$ cat config.mk
export PLATFORM = sky130hd
export DESIGN_NAME = rst_sequencer
export DESIGN_NICKNAME = d
export VERILOG_FILES = /design/src/hdl/rst_pkg.sv /design/src/hdl/rst_sequencer.sv
export VERILOG_INCLUDE_DIRS = /design/src /design/src/hdl
export SDC_FILE = /design/constraint.sdc
export NUM_CORES = 1
export LEC_CHECK = 0
export BUFFER_PORTS_ARGS = -buffer_cell sky130_fd_sc_hd__buf_2
export CAP_MARGIN = 20
export CORE_MARGIN = 1.5
export CORE_UTILIZATION = 47
export DETAILED_ROUTE_END_ITERATION = 6
export GPL_ROUTABILITY_DRIVEN = 0
export GPL_TIMING_DRIVEN = 0
export PLACE_DENSITY = 0.77
export SKIP_CTS_REPAIR_TIMING = 1
export SLEW_MARGIN = 10
export SYNTH_ARGS = -nofsm -noshare
export SYNTH_HDL_FRONTEND = slang
export SYNTH_SLANG_ARGS = --single-unit
$ cat constraint.sdc
create_clock -name arst -period 1.3 [get_ports arst]
set_input_delay 0.195 -clock arst [delete_from_list [all_inputs] [get_ports arst]]
set_output_delay 0.195 -clock arst [all_outputs]
set_load 0.01 [all_outputs]
$ cat src/hdl/rst_cfg.svh
// build-time sizing only; domain 0 is always the master domain, and the counter widths follow these values
`ifndef RST_CFG_SVH
`define RST_CFG_SVH

// clock domains incl. master domain 0
`define RST_NUM_DOMAINS 4

// release flops per domain reset chain, at least 2
`define RST_SYNC_STAGES 4

// consecutive master cycles a lock must stay high
`define RST_LOCK_FILTER 16

// master cycles between successive domain releases, at least 1
`define RST_STAGGER_GAP 8

// loss counter width, saturates at all ones
`define RST_LOSS_W 8

`endif

$ cat src/hdl/rst_pkg.sv
// shared sequencer types; vector widths come from rst_cfg.svh and change for every user at once
`default_nettype none

`include "rst_cfg.svh"

package rst_pkg;

    // sequencer states, 2 bits
    typedef enum logic [1:0] {
        SEQ_HOLD      = 2'd0, // in reset, all requests held
        SEQ_WAIT_LOCK = 2'd1, // waiting for every lock to pass the filter
        SEQ_STAGGER   = 2'd2, // releasing domains one by one
        SEQ_RUN       = 2'd3  // all domains out of reset
    } seq_state_e;

    // filtered lock view, lock filter to sequencer
    typedef struct packed {
        logic [`RST_NUM_DOMAINS-1:0] stable;     // per-domain lock passed filter
        logic                        all_stable; // and of stable
    } lock_status_t;

    // sequencer status, exported from the top level
    typedef struct packed {
        seq_state_e                  state;      // current sequencer state
        logic [`RST_NUM_DOMAINS-1:0] released;   // request dropped for this domain
        logic [`RST_LOSS_W-1:0]      loss_count; // lock losses in stagger or run
    } rst_status_t;

endpackage

`default_nettype wire

$ cat src/hdl/rst_sequencer.sv
// releases domains in index order only; any lock loss during stagger or run restarts the whole sequence
`timescale 1ns/1ps
`default_nettype none

`include "rst_cfg.svh"

module rst_sequencer (
    input  wire logic                        arst,      // master clock
    input  wire logic                        clk,       // async reset, active high
    input  rst_pkg::lock_status_t            lock_stat, // from lock filter
    output logic      [`RST_NUM_DOMAINS-1:0] rst_req,   // 1 holds domain in reset
    output rst_pkg::rst_status_t             status     // state, releases, loss count
);

    localparam int unsigned N     = `RST_NUM_DOMAINS;
    localparam int unsigned IDX_W = (N > 1) ? $clog2(N) : 1;
    localparam int unsigned GAP_W = $clog2(`RST_STAGGER_GAP + 1);

    rst_pkg::seq_state_e    state_q;    // sequencer state
    logic [N-1:0]           released_q; // domains already released
    logic [`RST_LOSS_W-1:0] loss_q;     // saturating loss count
    logic [IDX_W-1:0]       idx_q;      // next domain to release
    logic [GAP_W-1:0]       gap_q;      // cycles left before next release
    logic                   lock_lost;  // lock dropped while releasing or running

    assign lock_lost = !lock_stat.all_stable &&
                       ((state_q == rst_pkg::SEQ_STAGGER) || (state_q == rst_pkg::SEQ_RUN));

    always_ff @(posedge arst or posedge clk) begin
        if (clk) begin
            state_q    <= rst_pkg::SEQ_HOLD;
            released_q <= '0;
            loss_q     <= '0;
            idx_q      <= '0;
            gap_q      <= '0;
        end else if (lock_lost) begin
            state_q    <= rst_pkg::SEQ_WAIT_LOCK; // wait for filter again
            released_q <= '0;                     // every request back up
            idx_q      <= '0;
            gap_q      <= '0;
            if (loss_q != {`RST_LOSS_W{1'b1}}) begin
                loss_q <= loss_q + 1'b1;
            end
        end else begin
            unique case (state_q)
                rst_pkg::SEQ_HOLD: begin
                    state_q <= rst_pkg::SEQ_WAIT_LOCK; // one cycle after reset ends
                end
                rst_pkg::SEQ_WAIT_LOCK: begin
                    if (lock_stat.all_stable) begin
                        state_q <= rst_pkg::SEQ_STAGGER;
                        idx_q   <= '0;
                        gap_q   <= '0; // domain 0 goes on the next cycle
                    end
                end
                rst_pkg::SEQ_STAGGER: begin
                    if (gap_q == '0) begin
                        released_q[idx_q] <= 1'b1;
                        if (idx_q == IDX_W'(N - 1)) begin
                            state_q <= rst_pkg::SEQ_RUN; // last domain out
                        end else begin
                            idx_q <= idx_q + 1'b1;
                            gap_q <= GAP_W'(`RST_STAGGER_GAP - 1);
                        end
                    end else begin
                        gap_q <= gap_q - 1'b1;
                    end
                end
                rst_pkg::SEQ_RUN: begin
                    state_q <= rst_pkg::SEQ_RUN; // hold until a lock drops
                end
                default: begin
                    state_q <= rst_pkg::SEQ_HOLD;
                end
            endcase
        end
    end

    // request is the complement of release, all ones in reset
    assign rst_req = ~released_q;

    assign status = '{
        state:      state_q,
        released:   released_q,
        loss_count: loss_q
    };

endmodule

`default_nettype wire

==> impl_metrics.ini, run 1 <==
[setup_path]
arrival_ns = 1.68
slowest_stage = dfrtp_2
critical_path_class = reg2reg
worstPathRequired_ns = 1.56
timing.critical_path.from_type = register
path_cells = ha_4, nor4b_4, buf_4, nand3_2, a21bo_2
path_max_fanout = 4
critPathMaxStageDelay_ns = 0.47
crit_path_end_kind = register

[layout]
drive_gt1_frac = 0.5182
diodes = 0
mostFrequentLayoutCells = buf_2 (21), dfrtp_1 (13), buf_4 (10)
layout_commonest_cell = buf_2
nets = 151
syn_to_final_growth_pct = 35.22
final_cell_area_um2 = 1528

[clock_tree]
worstSkewPairLatency_ns = 0.31
htreeDepth = 1
clk_path_buf_depth = 2
cts_tree = built
clock_sinks = 20
numCtsBuffers = 3
cts_root_buffer = clkbuf_4
clk_pin_slew_ns = 0.12

[global_route]
grt_max_degree = 21
grt_first_pass_wirelength_mm = 3.456
antenna_found_initial = 0
grt_use_total = 0.1754
grt_pass1_vias = 764
grt_overflow_total = 0

[place]
dp_hpwl_mm = 1.594
dpl_cell_area_um2 = 1303
port_buffers = 20
dp_slack_ns = -0.1585

[timing]
post-route-period-util = 1.094
slew_viol_final = 0
setup_viol = 7
rsz0062_at_grt = true
finClkSkew_ns = 0.004870
finalSetupTns_ns = -0.3284
slew_headroom = 0.4987
finalHoldViolCount = 18
fmax_mhz = 703.3
hold_slack_ns = -0.007340
fin_ws_ns = -0.1218
tightest_slew_ns = 0.7511
fin_crit_ns = 1.422

[logic_synthesis]
synth_edf_count = 0
synth-xor-area-share = 0.01550
ys_seq_area_frac = 0.4430
synth_fp_nets = 117
ys_seq_elements = 20
synth.mux.area_fraction = 0.05205
postSynthAreaPerCell_um2 = 10.86
ys.warnings.count = 0
synth_top_family_by_area = simple AND/OR/NAND/NOR gates
synth_fa_ha_area_frac = 0.06645
synth_flop_cell = dfrtp_1
syn_area_um2 = 1130
synth_compound_area_frac = 0.1539
synth-simple-area-share = 0.2204
async_flop_share = 1.000
synthCells = 104
ys_types = 41

[drt]
drt_iter0_drc = 6
vias = 937
first_pass_iters = 4
viasPerCell = 5.679
wirelength_mm = 2.527
post_drt_wl_per_cell_um = 15.32
ant_nets = 0
drc = 0

[pwr]
p_leak_nw = 0.6536
total_power_mw = 2.241
power.density_nw_per_um2 = 1467
vdd_ir_drop_max_mv = 0.9547

[die]
die_height_um = 52.03
pin_count = 25
initial_core_util = 0.5059
die_area_um2 = 2707
die_x_um = 52.03
rows = 17
core_area_um2 = 2233

[worst_hold_path]
hold_path.class = in2async

[outcome]
violations = hold timing, setup timing
outcome = complete, but fails checks

[job]
drv_cap = 0
==> Yosys cell counts, types with 2 or more instances <==
library cell | n | area [um^2]
nand4_1 | 2 | 12.51
xnor2_1 | 2 | 17.52
inv_1 | 10 | 37.54
nor2b_1 | 4 | 25.02
nor3b_2 | 2 | 25.02
a32o_1 | 3 | 30.03
o21ai_1 | 2 | 10.01
mux2_1 | 3 | 33.78
a21oi_1 | 6 | 30.03
nand3b_1 | 2 | 15.01
dfrtp_1 | 20 | 500.5
nor2_1 | 3 | 11.26
nand3_1 | 7 | 35.03
nand2b_1 | 2 | 12.51
buf_2 | 2 | 10.01
nand2_1 | 2 | 7.510
o22ai_1 | 3 | 18.77
ha_1 | 6 | 75.07
==> layer usage <==
metal / wire (um) / GRT usage / vias up
met5: 0 / 0 / -
met4: 34 / 0.09211 / 0
met3: 70 / 0.02586 / 4
met2: 1297 / 0.2869 / 20
met1: 1125 / 0.2224 / 466
li1: - / - / 447
==> worst paths after layout <==
| path | startpoint | endpoint | slack [ns] | cells past startpoint |
|---|---|---|---|---|
| max | idx_q[0] | idx_q[0] | -0.12 | 5 |
| min | clk | released_q[2] | -0.007 | 2 |
| max reg2reg | idx_q[0] | idx_q[0] | -0.12 | 5 |
| min reg2reg | released_q[2] | released_q[2] | 0.54 | 2 |
| max in group asynchronous | clk | loss_q[0] | 0.80 | 2 |
| min in group arst | lock_stat[0] | state_q[0] | 0.16 | 2 |
==> worst max-delay path, delay by kind of cell, from the launching register on <==
kind,cells,cell delay [ns]
DFF,1,0.47
and+or+nand+nor,2,0.33
AOI/OAI and AO/OA,1,0.20
adders and majority gates,1,0.19
buffers and inverters,1,0.18
==> stage by stage <==
step	hold slack (ns)	utilization	instances
4_1_cts	0.01831	0.6067	156
5_1_grt	0.07222	0.6840	165
3_3_place_gp	0.3611	0.5832	152
6_report	-0.007340	0.6840	165
3_5_place_dp	0.3660	0.5832	152
2_1_floorplan	0.1588	-	104
==> sequential cells by signal, summed over array words and instances (netlist names) <==
register,count
state_q,2
gap_q,4
loss_q,8
released_q,4
idx_q,2
==> where the power goes <==
group	internal [mW]	total (mW)	switching, mW
sequential	0.751	0.941	0.190
clock	0.312	0.520	0.208
combinational	0.429	0.780	0.351
total	1.49	2.24	0.750
==> layout make-up <==
type | instances | area, um^2
fillers | 170 | 705.7
multi-input cells | 71 | 701.9
flip-flops and latches | 20 | 509.2
repair buffers | 30 | 175.2
inverters | 10 | 37.54
well taps | 28 | 35.03
clock inverters | 1 | 30.03
clock buffers | 3 | 22.52
plain buffers | 2 | 16.27
==> cell families (layout without fill, tap and decap cells) <==
group                    after synthesis  in the layout
AND/OR/NAND/NOR                       34             34
buffers and inverters                 13             46
AO/OA/AOI/OAI                         24             24
XOR/XNOR                               2              2
flip-flops                            20             20
adder cells (fa/ha/maj)                6              6
multiplexers                           5              5
(Power assumes the default switching activity.)
==> run 2: changes to the inputs <==
Settings changed: BUFFER_PORTS_ARGS -buffer_cell sky130_fd_sc_hd__buf_2 to -buffer_cell sky130_fd_sc_hd__clkbuf_2.
==> run 2 against run 1 <==
  * The flow still finishes with violations (hold timing, setup timing)
  * Clock power barely moved
  * Die area did not move
  * Design area rose by 2.8%
  * First-iteration DRC count rose by 83%
  * Register-to-register slack improved by 0.04 ns
  * Global-route usage fell by 0.10 points
  * Cell count rose by 3.0%
  * Critical path depth did not move
  * Clock skew fell by 0.0016 ns
  * Wire length rose by 1.1%
  * Sequential share of layout area fell by 1.1 points
  * Critical path type unchanged
  * Largest cell class unchanged
  * Largest power group unchanged
==> impl_metrics.ini, run 2 (synthesized netlist as in run 1, its figures left out) <==
[outcome]
outcome = complete, but fails checks
violations = hold timing, setup timing

[pwr]
total_power_mw = 2.269
p_switching_uw = 760.5
power.density_nw_per_um2 = 1445
power_frac_clock = 0.228
p_seq_frac = 0.417
vdd_ir_drop_max_mv = 1.209
p_leak_nw = 0.6846
swShare = 0.3352
internal-power_mw = 1.508
comb_power_share = 0.355

[drt]
drt_iter0_drc = 11
first_pass_iters = 4
wirelength_mm = 2.555
ant_nets = 0
viasPerCell = 5.359
vias = 911
drc = 0
post_drt_wl_per_cell_um = 15.03

[layout]
multiInputGateArea_um2 = 705.7
layout_commonest_cell = clkbuf_2
largest_reg_flops = 8
post-route-util = 0.7031
final_cell_area_um2 = 1570
nets = 156
mostFrequentLayoutCells = clkbuf_2 (20), dfrtp_1 (15), buf_4 (14)
fillers = 171
regMostFlops = loss_q
reg_top3 = loss_q: 8 flops, gap_q: 4 flops, released_q: 4 flops
drive_gt1_frac = 0.5282
syn_to_final_growth_pct = 38.98
regArea_um2 = 506.7
diodes = 0

[setup_path]
cp_top_family = flip-flops
r2r-end = idx_q[1]
timing.critical_path.from_type = register
slowest_stage = dfrtp_1
path_cells = inv_2, ha_4, nor4b_4, o22ai_1, a32o_1
timing.rr.start = gap_q[1]
worstPathRequired_ns = 1.50
ff2ff_setup_slack_ns = -0.09
path_max_fanout = 5
crit_path_end_kind = register
arrival_ns = 1.59
critPathMaxStageDelay_ns = 0.43
critical_path_class = reg2reg
worst-path-buf-inv = 1
worst-r2r-cell-count = 5

[timing]
fin_ws_ns = -0.08563
finalHoldViolCount = 14
fmax_mhz = 721.7
slew_headroom = 0.4769
rsz0062_at_grt = true
slew_viol_final = 0
fin_crit_ns = 1.386
post-route-period-util = 1.066
finalSetupTns_ns = -0.4292
tightest_slew_ns = 0.7839
finClkSkew_ns = 0.003236
hold_slack_ns = -0.009297
setup_viol = 10

[die]
die_area_um2 = 2707
rows = 17
pin_count = 25
core_area_um2 = 2233
die_height_um = 52.03
initial_core_util = 0.5059
die_x_um = 52.03

[clock_tree]
clock_sinks = 20
cts_root_buffer = clkbuf_4
worstSkewPairLatency_ns = 0.30
clk_pin_slew_ns = 0.12
htreeDepth = 1
clk_path_buf_depth = 2
cts_tree = built
numCtsBuffers = 3

[job]
drv_cap = 0

[place]
port_buffers = 20
dp_hpwl_mm = 1.553
dpl_cell_area_um2 = 1303

[global_route]
grt_use_total = 0.1744
grt_first_pass_wirelength_mm = 3.415
grt_overflow_total = 0
antenna_found_initial = 0
grt_max_degree = 21
grt_pass1_vias = 751

[worst_hold_path]
hold_path.class = in2async
-- run 2: cell count changes in the layout (fill, tap and decap cells not counted), sizes merged --
| cell | previous run | this run |
|---|---|---|
| clkbuf | 3 | 23 |
| buf | 32 | 17 |
-- run 2: worst max path at each step --
stage                        start  endpoint  slack (ns)  depth (start not counted)
final                     gap_q[1]  idx_q[1]       -0.09                          5
after global routing      gap_q[1]  idx_q[0]       -0.15                          6
after CTS                 gap_q[0]  idx_q[1]       -0.18                          5
after detailed placement  gap_q[0]  idx_q[1]       -0.15                          5
after global placement    gap_q[0]  idx_q[1]       -0.14                          5
after floorplan           idx_q[1]  idx_q[1]       -0.04                          4
-- run 2: worst reg2reg max path: stages, from the launching register on --
cell	delay, ns
dfrtp_1	0.43
inv_2	0.11
ha_4	0.16
nor4b_4	0.23
o22ai_1	0.15
a32o_1	0.22
-- run 2: layout make-up --
| class | count | area share |
|---|---|---|
| Inverter | 10 | 0.02390 |
| Clock buffer | 3 | 0.01434 |
| Multi-Input combinational cell | 71 | 0.4494 |
| Sequential cell | 20 | 0.3227 |
| Timing Repair Buffer | 35 | 0.1363 |
| Clock inverter | 1 | 0.01912 |
| Buffer | 2 | 0.01195 |
| Tap cell | 28 | 0.02231 |
-- run 2: per-stage QoR --
step / hold WS, ns / worst slack, ns / std cells
6_report: -0.009297 / -0.08563 / 170
5_1_grt: 0.06446 / -0.1460 / 170
3_3_place_gp: 0.3424 / -0.1409 / 152
3_5_place_dp: 0.3512 / -0.1489 / 152
2_1_floorplan: 0.1588 / -0.03781 / 104
4_1_cts: 0.006929 / -0.1837 / 156
-- run 2: layer usage --
layer	share of wire	routed length, um	global-route usage	up-vias
li1	-	-	-	453
met1	0.48	1229	0.2306	440
met2	0.48	1232	0.2743	16
met3	0.029	75	0.03448	2
met4	0.0067	17	0.07895	0
met5	0	0	0	-
-- run 2: power groups by stage --
stage | clock (mW) | combinational, mW | sequential [mW]
floorplan | 0 | 0.342 | 0.964
global placement | 0 | 0.551 | 0.932
detailed placement | 0 | 0.569 | 0.941
CTS | 0.523 | 0.573 | 0.929
global route | 0.544 | 0.874 | 0.971
finish | 0.518 | 0.806 | 0.946
==> run 3: changes to the inputs <==
Settings changed: CTS_BUF_LIST set to sky130_fd_sc_hd__clkbuf_16.
==> run 3 against run 2 <==
  * Sequential share of layout area down 0.23 points
  * Non-clock buffer count down 5
  * The flow finishes with violations (setup timing)
  * Register-to-register slack about the same
  * Die area unchanged
==> impl_metrics.ini, run 3 (synthesized netlist as in run 1, its figures left out) <==
[pwr]
p_switching_uw = 771.0
total_power_mw = 2.505
internal-power_mw = 1.734
p_seq_frac = 0.379
vdd_ir_drop_max_mv = 1.163
swShare = 0.3078
power_frac_clock = 0.339
comb_power_share = 0.282
power.density_nw_per_um2 = 1587
p_leak_nw = 0.6849

[timing]
tightest_slew_ns = 0.7601
slew_headroom = 0.4927
fin_ws_ns = -0.08831
finalHoldViolCount = 0
fin_crit_ns = 1.388
rsz0062_at_grt = true
finClkSkew_ns = 0.003596
setup_viol = 6
post-route-period-util = 1.068
fmax_mhz = 720.3
slew_viol_final = 0

[die]
initial_core_util = 0.5059
die_x_um = 52.03
pin_count = 25
die_height_um = 52.03
die_area_um2 = 2707
rows = 17
core_area_um2 = 2233

[clock_tree]
cts_tree = built
clk_path_buf_depth = 2
cts_root_buffer = clkbuf_16
worstSkewPairLatency_ns = 0.26
numCtsBuffers = 3
clk_pin_slew_ns = 0.06
clock_sinks = 20
htreeDepth = 1

[place]
dp_hpwl_mm = 1.553
dp_slack_ns = -0.1489
port_buffers = 20

[global_route]
grt_first_pass_wirelength_mm = 3.581
grt_max_degree = 21
antenna_found_initial = 0
grt_use_total = 0.1848
grt_overflow_total = 0
grt_pass1_vias = 785

[setup_path]
timing.critical_path.from_type = register
crit_path_end_kind = register
path_max_fanout = 5
worst-r2r-cell-count = 4
arrival_ns = 1.53
worstPathRequired_ns = 1.44
critical_path_class = reg2reg

[outcome]
violations = setup timing
outcome = complete, but fails checks

[layout]
layout_commonest_cell = clkbuf_2
mostFrequentLayoutCells = clkbuf_2 (20), dfrtp_1 (16), buf_4 (9)
syn_to_final_growth_pct = 39.65
largest_reg_flops = 8
diodes = 0
nets = 151
regMostFlops = loss_q
reg_top3 = loss_q: 8 flops, gap_q: 4 flops, released_q: 4 flops
drive_gt1_frac = 0.4964

[drt]
vias = 927
drc = 0
post_drt_wl_per_cell_um = 15.16
drt_iter0_drc = 19
ant_nets = 0
viasPerCell = 5.618
first_pass_iters = 4
wirelength_mm = 2.502

[job]
drv_cap = 0

[worst_hold_path]
hold_path.class = in2async
run 3: changes by cell type in the layout (fill, tap and decap cells not counted), sizes merged:
cell	change
buf	-5
run 3: layer usage:
metal / share of wire / wire (um) / vias to the layer above / track usage
li1: - / - / 446 / -
met1: 0.43 / 1080 / 450 / 0.2380
met2: 0.51 / 1276 / 26 / 0.2890
met3: 0.042 / 104 / 5 / 0.04885
met4: 0.017 / 42 / 0 / 0.08333
met5: 0 / 0 / - / 0
run 3: power groups by stage:
stage	clock network (mW)	logic, mW	registers (mW)
finish	0.848	0.707	0.949
global route	0.882	0.777	0.976
CTS	0.852	0.577	0.934
detailed placement	0	0.569	0.941
global placement	0	0.551	0.932
floorplan	0	0.342	0.964
run 3: worst paths after layout:
| path | start | end | slack (ns) |
|---|---|---|---|
| max in group asynchronous | clk | loss_q[0] | 0.73 |
| hold / removal | clk | loss_q[4] | 0.05 |
| hold reg to reg | loss_q[0] | loss_q[0] | 0.53 |
| setup / recovery | state_q[1] | loss_q[7] | -0.09 |
| min in group arst | lock_stat[0] | state_q[0] | 0.25 |
| setup reg to reg | state_q[1] | loss_q[7] | -0.09 |
run 3: through the flow:
step | cell area (um^2) | instances | utilization | TNS, ns | hold WS, ns
finish | 1578 | 165 | 0.7064 | -0.2849 | 0.04932
global route | 1578 | 165 | 0.7064 | -1.083 | 0.1521
CTS | 1408 | 156 | 0.6303 | -1.145 | 0.08154
detailed placement | 1303 | 152 | 0.5832 | -0.9285 | 0.3512
global placement | 1303 | 152 | 0.5832 | -0.7218 | 0.3424
floorplan | 1167 | 104 | - | -0.1316 | 0.1588
run 3: final cells by class:
class                           instances  area, um^2
Multi-Input combinational cell         71       699.4
Fill cell                             173       655.6
Sequential cell                        20       505.5
Timing Repair Buffer                   30       172.7
Clock buffer                            3       75.07
Inverter                               10       37.54
Tap cell                               28       35.03
Clock inverter                          1       30.03
Buffer                                  2       22.52
run 3: worst max-delay path, stage by stage (launching register included):
cell and delay, ns:
dfrtp_1 0.37, buf_6 0.12, and4b_1 0.24, nor3b_4 0.23
mux2_4 0.32
