File: config.mk
export PLATFORM = sky130hd
export DESIGN_NAME = rst_lock_filter
export DESIGN_NICKNAME = d
export VERILOG_FILES = /design/src/hdl/rst_pkg.sv /design/src/hdl/rst_lock_filter.sv
export VERILOG_INCLUDE_DIRS = /design/src /design/src/hdl
export SDC_FILE = /design/constraint.sdc
export NUM_CORES = 1
export LEC_CHECK = 0
export CAP_MARGIN = 5
export CORE_ASPECT_RATIO = 2
export CORE_MARGIN = 1
export CORE_UTILIZATION = 50
export DETAILED_ROUTE_END_ITERATION = 12
export DONT_BUFFER_PORTS = 1
export PLACE_DENSITY = 0.73
export SLEW_MARGIN = 20
export SYNTH_ARGS = -nofsm -noshare
export SYNTH_HDL_FRONTEND = slang
export SYNTH_SLANG_ARGS = --single-unit
File: constraint.sdc
create_clock -name arst -period 3 [get_ports arst]
set_input_delay 0.3 -clock arst [delete_from_list [all_inputs] [get_ports arst]]
set_output_delay 0.3 -clock arst [all_outputs]
set_load 0.01 [all_outputs]
File: src/hdl/rst_cfg.svh
// build-time sizing only; domain 0 is always the master domain, and the counter widths follow these values
`ifndef RST_CFG_SVH
`define RST_CFG_SVH

// clock domains incl. master domain 0
`define RST_NUM_DOMAINS 4

// release flops per domain reset chain, at least 2
`define RST_SYNC_STAGES 4

// consecutive master cycles a lock must stay high
`define RST_LOCK_FILTER 16

// master cycles between successive domain releases, at least 1
`define RST_STAGGER_GAP 8

// loss counter width, saturates at all ones
`define RST_LOSS_W 8

`endif

File: src/hdl/rst_pkg.sv
// shared sequencer types; vector widths come from rst_cfg.svh and change for every user at once
`default_nettype none

`include "rst_cfg.svh"

package rst_pkg;

    // sequencer states, 2 bits
    typedef enum logic [1:0] {
        SEQ_HOLD      = 2'd0, // in reset, all requests held
        SEQ_WAIT_LOCK = 2'd1, // waiting for every lock to pass the filter
        SEQ_STAGGER   = 2'd2, // releasing domains one by one
        SEQ_RUN       = 2'd3  // all domains out of reset
    } seq_state_e;

    // filtered lock view, lock filter to sequencer
    typedef struct packed {
        logic [`RST_NUM_DOMAINS-1:0] stable;     // per-domain lock passed filter
        logic                        all_stable; // and of stable
    } lock_status_t;

    // sequencer status, exported from the top level
    typedef struct packed {
        seq_state_e                  state;      // current sequencer state
        logic [`RST_NUM_DOMAINS-1:0] released;   // request dropped for this domain
        logic [`RST_LOSS_W-1:0]      loss_count; // lock losses in stagger or run
    } rst_status_t;

endpackage

`default_nettype wire

File: src/hdl/rst_lock_filter.sv
// lock flags are async levels; one low sample restarts the full filter window, short highs never pass
`timescale 1ns/1ps
`default_nettype none

`include "rst_cfg.svh"

module rst_lock_filter (
    input  wire logic                        arst,     // master clock
    input  wire logic                        clk,      // async reset, active high
    input  wire logic [`RST_NUM_DOMAINS-1:0] locked,   // raw lock flags, any clock
    output rst_pkg::lock_status_t            lock_stat // filtered lock view
);

    localparam int unsigned N     = `RST_NUM_DOMAINS;
    localparam int unsigned CNT_W = $clog2(`RST_LOCK_FILTER + 1); // holds full count

    logic [N-1:0] stable; // per-domain filter result

    for (genvar i = 0; i < N; i++) begin : g_dom
        logic             meta_q; // first sync flop, may go metastable
        logic             sync_q; // lock on master clock
        logic [CNT_W-1:0] cnt_q;  // consecutive high samples

        // two-flop crossing into the master clock
        always_ff @(posedge arst or posedge clk) begin
            if (clk) begin
                meta_q <= 1'b0;
                sync_q <= 1'b0;
            end else begin
                meta_q <= locked[i];
                sync_q <= meta_q;
            end
        end

        // saturating stability counter
        always_ff @(posedge arst or posedge clk) begin
            if (clk) begin
                cnt_q <= '0;
            end else if (!sync_q) begin
                cnt_q <= '0; // low sample restarts window
            end else if (cnt_q != CNT_W'(`RST_LOCK_FILTER)) begin
                cnt_q <= cnt_q + 1'b1;
            end
        end

        assign stable[i] = (cnt_q == CNT_W'(`RST_LOCK_FILTER)); // saturated means stable
    end

    // all_stable drops the same cycle any single domain drops
    assign lock_stat = '{
        stable:     stable,
        all_stable: &stable
    };

endmodule

`default_nettype wire

==> results of run 1 <==
-- synthesized netlist by cell type --
library cell and number:
nor4bb_1 3, nand2b_1 11, ha_1 8, inv_1 9, mux2i_1 15, clkbuf_1 3
buf_4 1, dfrtp_1 28, nor3b_1 1, and4bb_1 1, o22ai_1 3, a21oi_1 1
xnor2_1 1, nand3_1 7, buf_2 3, nand2_1 22, o21ai_0 1, and4_1 2
nand3b_1 3, nor4_1 1
-- worst min-delay path by stage --
stage                         startpoint                         to  slack [ps]  depth (start not counted)
2_1_floorplan  g_dom[0].meta_q$_DFF_PP0_  g_dom[0].sync_q$_DFF_PP0_         330                          0
3_3_place_gp                   locked[2]  g_dom[2].meta_q$_DFF_PP0_         330                          0
3_5_place_dp                   locked[1]  g_dom[1].meta_q$_DFF_PP0_         330                          0
4_1_cts                        locked[2]  g_dom[2].meta_q$_DFF_PP0_          40                          0
5_1_grt                        locked[3]  g_dom[3].meta_q$_DFF_PP0_          20                          0
6_report                       locked[3]  g_dom[3].meta_q$_DFF_PP0_          50                          0
-- layout make-up --
| cell class | instances | area [µm²] |
|---|---|---|
| fillers | 229 | 1090 |
| inverters | 9 | 33.8 |
| multi-input cells | 80 | 571 |
| well taps | 28 | 35.0 |
| repair buffers | 4 | 32.5 |
| clock buffers | 3 | 41.3 |
| clock inverters | 1 | 30.0 |
| flip-flops and latches | 28 | 701 |
-- through the flow --
step                instances  util, %  setup WS [ps]  total power [mW]
floorplan                 124        -           1440             0.460
detailed placement        148     53.7           1360             0.475
finish                    153     56.9           1080             0.757
CTS                       152     56.5           1050             0.766
global route              153     56.9            953             0.795
global placement          148     53.7           1420             0.470
-- power by group through the flow --
stage	sequential (mW)	clock [mW]	combinational (mW)
after floorplan	0.416	0	0.0434
after global placement	0.424	0	0.0453
after detailed placement	0.426	0	0.0484
after CTS	0.419	0.298	0.0485
after global routing	0.422	0.316	0.0561
final	0.418	0.291	0.0477
-- per-layer routing --
metal | wire [µm] | vias up | GRT usage, % | share of wire [%]
li1 | - | 413 | - | -
met1 | 754 | 433 | 17.3 | 35
met2 | 1290 | 10 | 33.5 | 60
met3 | 43 | 4 | 2.06 | 2.0
met4 | 49 | 0 | 9.58 | 2.3
met5 | 0 | - | 0 | 0
-- state kept, by name (all words and copies together), names as in the netlist --
name and count:
g_dom.cnt_q 20, g_dom.meta_q 4, g_dom.sync_q 4
-- worst max-delay path, delay by kind of cell (launching register included) --
kind | cells | cell delay [ps]
adders and majority gates | 1 | 140
buffers and inverters | 1 | 70
DFF | 1 | 430
and+or+nand+nor | 2 | 700
-- placed cells by master, fill, tap and decap left out --
| master | n |
|---|---|
| buf_4 | 3 |
| clkbuf_8 | 3 |
| and4_1 | 2 |
| xnor2_1 | 1 |
| bufinv_16 | 1 |
| o22ai_1 | 3 |
| nor4_1 | 1 |
| nor4bb_1 | 3 |
| a21oi_1 | 1 |
| and4bb_1 | 1 |
| dfrtp_1 | 28 |
| ha_1 | 8 |
| dlygate4sd3_1 | 1 |
| nor3b_1 | 1 |
| nand3b_1 | 3 |
| nand3_1 | 7 |
| nand2b_1 | 11 |
| o21ai_0 | 1 |
| inv_2 | 1 |
| mux2i_1 | 15 |
| nand2_1 | 22 |
| inv_1 | 8 |
-- kinds of logic after synthesis --
group                    count (synthesis)  synth area share, %
AND/OR/NAND/NOR                         51                 21.1
flip-flops                              28                 52.3
buffers and inverters                   16                 5.05
multiplexers                            15                 11.2
adder cells (fa/ha/maj)                  8                 7.48
AO/OA/AOI/OAI                            5                 2.15
XOR/XNOR                                 1                0.654
==> flow_summary.json, run 1 <==
{
  "detailed_place_hpwl_um": 1650,
  "layout_min_cycle_time_ps": 1920,
  "cellPowerDensity_nw_per_um2": 524,
  "wire_per_inst_um": 14.0,
  "setup_violations": 0,
  "drive_above_1_share_pct": 6.40,
  "clkTransAtPathRegs_ps": 90,
  "crit_end": "lock_stat[0]",
  "synth.cell_area_um2": 1340,
  "max_cap_viol_count": 0,
  "r2r.worst_path.cells": 5,
  "tightest_slew_ps": 553,
  "yosys-top-cells-area": "dfrtp_1, mux2i_1, ha_1",
  "syn_area_per_cell_um2": 10.8,
  "outcome": "complete, no violations",
  "final_hold_viol_count": 0,
  "firstDrtPassIters": 2,
  "clock_buffers_created_by_tritoncts": 3,
  "share_seq_of_total_power_pct": 55.3,
  "dieArea_um2": 2900,
  "htree_num_levels": 1,
  "ys_seq_elements": 28,
  "leakagePower_nw": 0.690,
  "standard_cell_row_count": 26,
  "place.port_buffers": 0,
  "grt_setup_unrepaired": "false",
  "hold_path.class": "input pin to flip-flop",
  "yosys_warnings": 0,
  "gate_count_of_the_mapped_netlist": 124,
  "critPathSlowestCell": "dfrtp_1",
  "maximum_number_of_pins_on_one_net_before_global_route_repair": 29,
  "worst_rel_slew_slack_pct": 63.1,
  "place.gp.congestion": 0.784,
  "cp_capture_type": "primary output",
  "critical_path.reg2reg.endpoint": "g_dom[1].cnt_q[1]$_DFFE_PP0P_",
  "maxSlewViolCount": 0,
  "critPathRequiredTime_ps": 2700,
  "start_util_pct": 52.8,
  "design_area_um2": 1440,
  "criticalPathCategory": "flip-flop to primary output",
  "synth.lib_cells_used.distinct": 20,
  "avgViaCountPerCell": 5.62,
  "crit_path_max_incr_delay_ps": 430,
  "clock_path_buffers": 2,
  "core-area_um2": 2540,
  "hold_ws_ps": 46.7,
  "grt_pass1_wl_um": 3610,
  "global_route.overflow_total": 0,
  "synthToLayoutAreaGrowth_pct": 7.85,
  "first_iter_violations": 19,
  "cts_root_buffer": "clkbuf_8",
  "vdd_drop_max_v": 0.000519,
  "route.detailed.drc": 0,
  "power.combinational.fraction_pct": 6.3,
  "worstPathCellList": "inv_1 -> ha_1 -> and4bb_1 -> and4_1",
  "clock_share_of_power_pct": 38.4,
  "yosys.area.top_type_share_pct": 52.3,
  "maxClockFrequency_mhz": 521,
  "critPathArrivalTime_ps": 1620,
  "wl_um": 2140,
  "top_level_ports": 11,
  "yosysTopAreaCell": "dfrtp_1",
  "synth_nets": 138,
  "antenna_left": 0,
  "cell_internal_pwr_uw": 596,
  "clock_sink_count": 28,
  "worst_setup_path_startpoint": "g_dom[3].cnt_q[0]$_DFFE_PP0P_",
  "totalNegativeSetupSlack_ps": 0,
  "antenna_cells": 0,
  "via_count": 860,
  "timing.rr.start": "g_dom[1].cnt_q[0]$_DFFE_PP0P_",
  "sequential_fraction_of_the_synthesis_area_pct": 52.3,
  "crit_start_category": "flip-flop",
  "switching_share_pct": 21.3,
  "floorplan.die.width_um": 38.6,
  "reg2reg_setup_slack_ps": 1510,
  "finalNetCount": 140,
  "ctsResizeCount": 0,
  "cts_setup_buffers": 0,
  "die_h_um": 75.2,
  "initial_antenna_violation_count": 0,
  "clock-skew-final_ps": 2.98,
  "total_placed_instance_area_um2": 1360,
  "cts.hold.buffers_added": 0,
  "fin_crit_sh_pct": 63.9,
  "first_global_vias": 884,
  "grt_usage_pct": 17.7,
  "clock_insertion_delay_worst_skew_ps": 270,
  "worst-path-max-fanout": 5,
  "tritoncts_clock_tree": "built",
  "power_switching_uw": 161
}
(Power assumes the default switching activity.)
==> run 2, diff against run 1 <==
- ABC_AREA: default -> 1
- clock period: 3 -> 1.8 ns (I/O delays scaled with it)
==> run 2 against run 1 <==
  * Global-route usage increased by 1.1 points
  * Clock-buffer cell count increased by 1
  * Register-to-register slack got worse by 960 ps
  * Clock skew decreased by 1.5 ps
  * Core utilization increased by 0.99 points
  * Synthesized area decreased by 1.8%
  * Wire length decreased by 1.1%
  * Die area decreased by 1.7%
  * Cell count increased by 12%
  * Flip-flop and latch count unchanged
  * Critical path type unchanged
==> flow_summary.json, run 2 <==
{
  "grt_usage_pct": 18.8,
  "antenna_cells": 0,
  "post-route-util_pct": 57.9,
  "cp_capture_type": "primary output",
  "antenna_left": 0,
  "max_cap_viol_count": 0,
  "leakagePower_nw": 0.739,
  "standard_cell_row_count": 26,
  "totalNegativeSetupSlack_ps": 0,
  "global_route.overflow_total": 0,
  "tightest_slew_ps": 336,
  "grt_use_met1_pct": 21.3,
  "clock_buffers_created_by_tritoncts": 3,
  "worst-path-max-fanout": 6,
  "share_seq_of_total_power_pct": 59.4,
  "worst_setup_path_startpoint": "g_dom[3].cnt_q[0]$_DFFE_PP0P_",
  "outcome": "complete, no violations",
  "grt_setup_unrepaired": "false",
  "die_h_um": 74.5,
  "maxSlewViolCount": 0,
  "design_area_um2": 1470,
  "avgViaCountPerCell": 5.35,
  "critPathArrivalTime_ps": 1490,
  "wl_um": 2120,
  "criticalPathCategory": "flip-flop to primary output",
  "yosys-top-cells-count": "dfrtp_1, inv_1, nand2_1, nand3_1, ha_1",
  "logic_depth_of_the_worst_path_buffers_included": 6,
  "critPathRequiredTime_ps": 1620,
  "clock-skew-final_ps": 1.52,
  "dieArea_um2": 2850,
  "maximum_number_of_pins_on_one_net_before_global_route_repair": 28,
  "top_level_ports": 11,
  "fin_crit_sh_pct": 93.0,
  "crit_path_max_incr_delay_ps": 420,
  "yosysTopAreaCell": "dfrtp_1",
  "yosys.area.top_type_share_pct": 53.3,
  "sequential_fraction_of_the_synthesis_area_pct": 53.3,
  "power_switching_uw": 265,
  "synth_nets": 148,
  "reg2reg_setup_slack_ps": 550,
  "synth.cell_area_um2": 1320,
  "crit_end": "lock_stat[0]",
  "yosys-top-cells-area": "dfrtp_1, ha_1, nand3_1",
  "flip_flop_count_of_the_largest_register_after_layout": 20,
  "hold_path.class": "input pin to asynchronous set/reset pin",
  "placed_cells": 163,
  "final_hold_viol_count": 0,
  "grt_pass1_wl_um": 3750,
  "htree_num_levels": 1,
  "critPathSlowestCell": "dfrtp_1",
  "yosys_warnings": 0,
  "finalNetCount": 159,
  "start_util_pct": 51.8,
  "global_route.usage.met3_pct": 2.69,
  "layout.cells.most_common_list": "dfrtp_1, inv_1, nand2_1",
  "cellPowerDensity_nw_per_um2": 791,
  "critical_path.reg2reg.endpoint": "g_dom[0].cnt_q[1]$_DFFE_PP0P_",
  "kind_of_cell_adding_the_most_delay_to_the_critical_path": "simple AND/OR/NAND/NOR gates",
  "power.combinational.fraction_pct": 8.5,
  "gate_count_of_the_mapped_netlist": 134,
  "syn_area_per_cell_um2": 9.81,
  "r2r.worst_path.cells": 7,
  "floorplan.die.width_um": 38.3,
  "critical_path.n_buffers_inverters": 1,
  "place.port_buffers": 0,
  "cts_root_buffer": "clkbuf_8",
  "setup_violations": 0,
  "synthToLayoutAreaGrowth_pct": 11.7,
  "clkTransAtPathRegs_ps": 90,
  "first_iter_violations": 5,
  "clock_sink_count": 28,
  "ys_seq_elements": 28,
  "synth_edf_count": 0,
  "maxClockFrequency_mhz": 598,
  "route.detailed.drc": 0,
  "timing.rr.start": "g_dom[0].cnt_q[0]$_DFFE_PP0P_",
  "via_count": 920,
  "firstDrtPassIters": 4,
  "hold_ws_ps": 205,
  "synth_flop_cell": "dfrtp_1",
  "worst_rel_slew_slack_pct": 77.6,
  "final_common_cell": "dfrtp_1",
  "layout_min_cycle_time_ps": 1670,
  "cpMostUsedCell": "nand2_1",
  "detailed_place_hpwl_um": 1660,
  "worstPathCellList": "inv_1 -> ha_1 -> nand2_1 -> nor2_4 -> nand2_1 -> nor3_4",
  "final_cells": 172,
  "top_usage_layer": "met2",
  "wire_per_inst_um": 12.3,
  "cell_internal_pwr_uw": 896,
  "ffs_w_async_s_r_synth_pct": 100,
  "biggestRegsByFlops": "g_dom.cnt_q (20), g_dom.meta_q (4), g_dom.sync_q (4)",
  "switching_share_pct": 22.9,
  "synth.most_common_cell": "dfrtp_1",
  "total_placed_instance_area_um2": 1360,
  "synth.lib_cells_used.distinct": 19,
  "tritoncts_clock_tree": "built",
  "core-area_um2": 2540,
  "clock_share_of_power_pct": 32.0,
  "post-layout-total-power_mw": 1.16,
  "initial_antenna_violation_count": 0,
  "registers.top_by_ff_count": "g_dom.cnt_q",
  "postLayoutSetupSlackWorst_ps": 127,
  "place.gp.congestion": 0.690,
  "clock_insertion_delay_worst_skew_ps": 270,
  "crit_start_category": "flip-flop",
  "first_global_vias": 903,
  "vdd_drop_max_v": 0.000560,
  "clock_path_buffers": 2,
  "drive_above_1_share_pct": 12.5,
  "dp_worst_setup_slack_ps": 398,
  "global_route.usage.met2_pct": 33.3
}
[run 2: routing by layer]
layer / vias up / routed length (µm)
li1: 439 / -
met4: 0 / 33
met3: 4 / 34
met2: 14 / 1220
met1: 463 / 829
met5: - / 0
[run 2: power by group through the flow]
stage               combinational (mW)  sequential, mW  clock [mW]
floorplan                       0.0750           0.695           0
global placement                0.0852           0.700           0
detailed placement              0.0927           0.703           0
CTS                              0.102           0.691       0.386
global route                     0.117           0.696       0.414
finish                          0.0991           0.690       0.372
[run 2: how the worst min path moves through the flow]
stage,cells past startpoint,start,to
floorplan,0,locked[0],g_dom[0].meta_q$_DFF_PP0_
global route,2,clk,g_dom[3].cnt_q[2]$_DFFE_PP0P_
detailed placement,1,clk,g_dom[3].cnt_q[2]$_DFFE_PP0P_
finish,2,clk,g_dom[3].cnt_q[2]$_DFFE_PP0P_
global placement,1,clk,g_dom[3].cnt_q[2]$_DFFE_PP0P_
CTS,2,clk,g_dom[3].cnt_q[2]$_DFFE_PP0P_
[run 2: worst reg2reg max path: stages (launching register included)]
cell and delay [ps]:
dfrtp_1 420, inv_1 90, ha_1 140, nand2_1 80
nor2_4 200, inv_1 90, nand3_1 80, nand2_1 50
[run 2: cells by family (layout without fill, tap and decap cells)]
family                   Yosys count  count (layout)  share of synthesized area [%]
AND/OR/NAND/NOR                   64              64                           26.5
adder cells (fa/ha/maj)            8               8                           7.61
XOR/XNOR                           6               6                           4.00
buffers and inverters             23              33                           6.66
AO/OA/AOI/OAI                      5               5                           1.90
flip-flops                        28              28                           53.3
[run 2: final cells by class]
type	instances	area [µm²]
Fill cell	205	1070
Sequential cell	28	701
Multi-Input combinational cell	83	533
Inverter	23	87.6
Timing Repair Buffer	6	57.6
Clock buffer	4	55.1
Tap cell	28	35.0
[run 2: what timing repair did]
item / 4_1_cts / 5_1_grt
setup buffers: 0 / 0
endpoints found under the hold margin: 32 / 0
resized for setup: 0 / 1
endpoints found under the setup margin: 0 / 1
hold buffers: 5 / 0
==> run 3, diff against run 2 <==
- BUFFER_PORTS_ARGS: default -> -buffer_cell sky130_fd_sc_hd__buf_2
- CORE_UTILIZATION: 50 -> 46
- DONT_BUFFER_PORTS: 1 -> default
- PLACE_DENSITY: 0.73 -> 0.72
==> run 3 against run 2 <==
  * Global-route usage shrank 2.8 points
  * Clock-buffer cell count is the same
  * Sequential power hardly changed
  * Register-to-register slack improved by 50 ps
  * Die area grew 8.3%
  * Non-clock buffer count is 7 higher
  * Cell count rose by 4.7%
  * Core utilization is 3.7 points lower
  * Largest power group unchanged
==> flow_summary.json, run 3 (synthesis gave the netlist of run 2 again) <==
{
  "global_route.overflow_total": 0,
  "worst_rel_slew_slack_pct": 76.4,
  "clock_share_of_power_pct": 32.3,
  "final_common_cell": "dfrtp_1",
  "power_switching_uw": 269,
  "start_util_pct": 48.1,
  "hold_path.class": "input pin to flip-flop",
  "crit_start_category": "flip-flop",
  "antenna_left": 0,
  "layout_min_cycle_time_ps": 1670,
  "top_level_ports": 11,
  "place.gp.congestion": 0.758,
  "maxSlewViolCount": 0,
  "cellPowerDensity_nw_per_um2": 784,
  "leakagePower_nw": 0.758,
  "grt_usage_pct": 16.0,
  "wire_per_inst_um": 11.5,
  "floorplan.die.width_um": 39.8,
  "setup_violations": 0,
  "critPathArrivalTime_ps": 1490,
  "clock-skew-final_ps": 1.62,
  "layout.cells.most_common_list": "dfrtp_1, inv_1, nand2_1",
  "core-area_um2": 2740,
  "clkTransAtPathRegs_ps": 90,
  "dieArea_um2": 3090,
  "antenna_cells": 0,
  "wl_um": 2070,
  "clock_insertion_delay_worst_skew_ps": 270,
  "worst-path-max-fanout": 6,
  "power.combinational.fraction_pct": 8.4,
  "grt_setup_unrepaired": "false",
  "switching_share_pct": 23.1,
  "avgViaCountPerCell": 4.98,
  "standard_cell_row_count": 27,
  "first_iter_violations": 14,
  "die_h_um": 77.6,
  "registers.top_by_ff_count": "g_dom.cnt_q",
  "clock_path_buffers": 2,
  "route.detailed.drc": 0,
  "first_global_vias": 926,
  "criticalPathCategory": "flip-flop to primary output",
  "initial_antenna_violation_count": 0,
  "tightest_slew_ps": 354,
  "grt_pass1_wl_um": 3540,
  "vdd_drop_max_v": 0.000551,
  "post-route-util_pct": 54.2,
  "max_cap_viol_count": 0,
  "ctsResizeCount": 0,
  "firstDrtPassIters": 4,
  "clock_buffers_created_by_tritoncts": 3,
  "via_count": 897,
  "tritoncts_clock_tree": "built",
  "share_seq_of_total_power_pct": 59.3,
  "drive_above_1_share_pct": 18.5,
  "cp_capture_type": "primary output",
  "clock_sink_count": 28,
  "outcome": "complete, no violations",
  "place.port_buffers": 10,
  "biggestRegsByFlops": "g_dom.cnt_q (20), g_dom.meta_q (4), g_dom.sync_q (4)",
  "maxClockFrequency_mhz": 598,
  "flip_flop_count_of_the_largest_register_after_layout": 20,
  "fin_crit_sh_pct": 92.9,
  "cts_root_buffer": "clkbuf_8",
  "totalNegativeSetupSlack_ps": 0,
  "cell_internal_pwr_uw": 895,
  "finalNetCount": 166,
  "critPathRequiredTime_ps": 1620,
  "maximum_number_of_pins_on_one_net_before_global_route_repair": 29,
  "synthToLayoutAreaGrowth_pct": 12.8,
  "final_hold_viol_count": 0,
  "detailed_place_hpwl_um": 1590,
  "htree_num_levels": 1
}
-- run 3: cell types whose count changed in the layout (fill, tap and decap cells not counted) --
cell	before	now
nor3_4	1	0
nor3_2	0	1
dlygate4sd3_1	5	2
buf_2	0	10
-- run 3: worst max-delay path: stages, from the launching register on --
cell	delay (ps)
dfrtp_1	420
inv_1	90
ha_1	140
nand2_1	90
nor2_4	170
nand2_1	90
nor3_2	90
buf_2	140
-- run 3: worst paths after layout --
| path | startpoint | end | slack, ps | cells past startpoint |
|---|---|---|---|---|
| hold reg to reg | g_dom[1].meta_q$_DFF_PP0_ | g_dom[1].sync_q$_DFF_PP0_ | 360 | 0 |
| setup reg to reg | g_dom[0].cnt_q[0]$_DFFE_PP0P_ | g_dom[0].cnt_q[0]$_DFFE_PP0P_ | 600 | 7 |
| min in group asynchronous | clk | g_dom[2].meta_q$_DFF_PP0_ | 520 | 4 |
| max in group asynchronous | clk | g_dom[1].cnt_q[0]$_DFFE_PP0P_ | 1020 | 4 |
| hold / removal | locked[0] | g_dom[0].meta_q$_DFF_PP0_ | 10 | 1 |
| setup / recovery | g_dom[3].cnt_q[0]$_DFFE_PP0P_ | lock_stat[0] | 130 | 7 |
-- run 3: what timing repair did --
item                                    CTS  global route
endpoints found under the setup margin    0             1
buffers inserted                          0             0
hold buffers                              1             1
hold endpoints to repair                 28             1
-- run 3: final cells by class --
class | count | area (µm²)
Tap cell | 29 | 36.3
Timing Repair Buffer | 13 | 77.6
Multi-Input combinational cell | 83 | 527
Clock buffer | 4 | 55.1
Sequential cell | 28 | 701
Inverter | 23 | 87.6
Fill cell | 261 | 1250
-- run 3: per-layer routing --
layer  share of wire, %  up-vias  GRT usage, %
met5                  0        -             0
met4                1.0        0          8.62
met3                2.3        2          2.29
met2                 56       13          27.4
met1                 41      429          17.4
li1                   -      453             -
-- run 3: through the flow --
stage / cells / power [mW] / instance area (µm²) / hold WS [ps] / setup WS, ps
final: 180 / 1.16 / 1480 / 9.75 / 128
after global routing: 180 / 1.22 / 1480 / 2.94 / 31.5
after CTS: 179 / 1.19 / 1470 / 0.212 / 95.9
after detailed placement: 174 / 0.800 / 1410 / 264 / 410
after global placement: 174 / 0.789 / 1410 / 249 / 441
after floorplan: 134 / 0.770 / 1320 / 211 / 518
-- run 3: power by group through the flow --
| stage | sequential, mW | clock, mW | combinational [mW] |
|---|---|---|---|
| 3_3_place_gp | 0.700 | 0 | 0.0895 |
| 6_report | 0.690 | 0.376 | 0.0976 |
| 2_1_floorplan | 0.695 | 0 | 0.0750 |
| 5_1_grt | 0.695 | 0.414 | 0.116 |
| 3_5_place_dp | 0.703 | 0 | 0.0968 |
| 4_1_cts | 0.691 | 0.398 | 0.0987 |
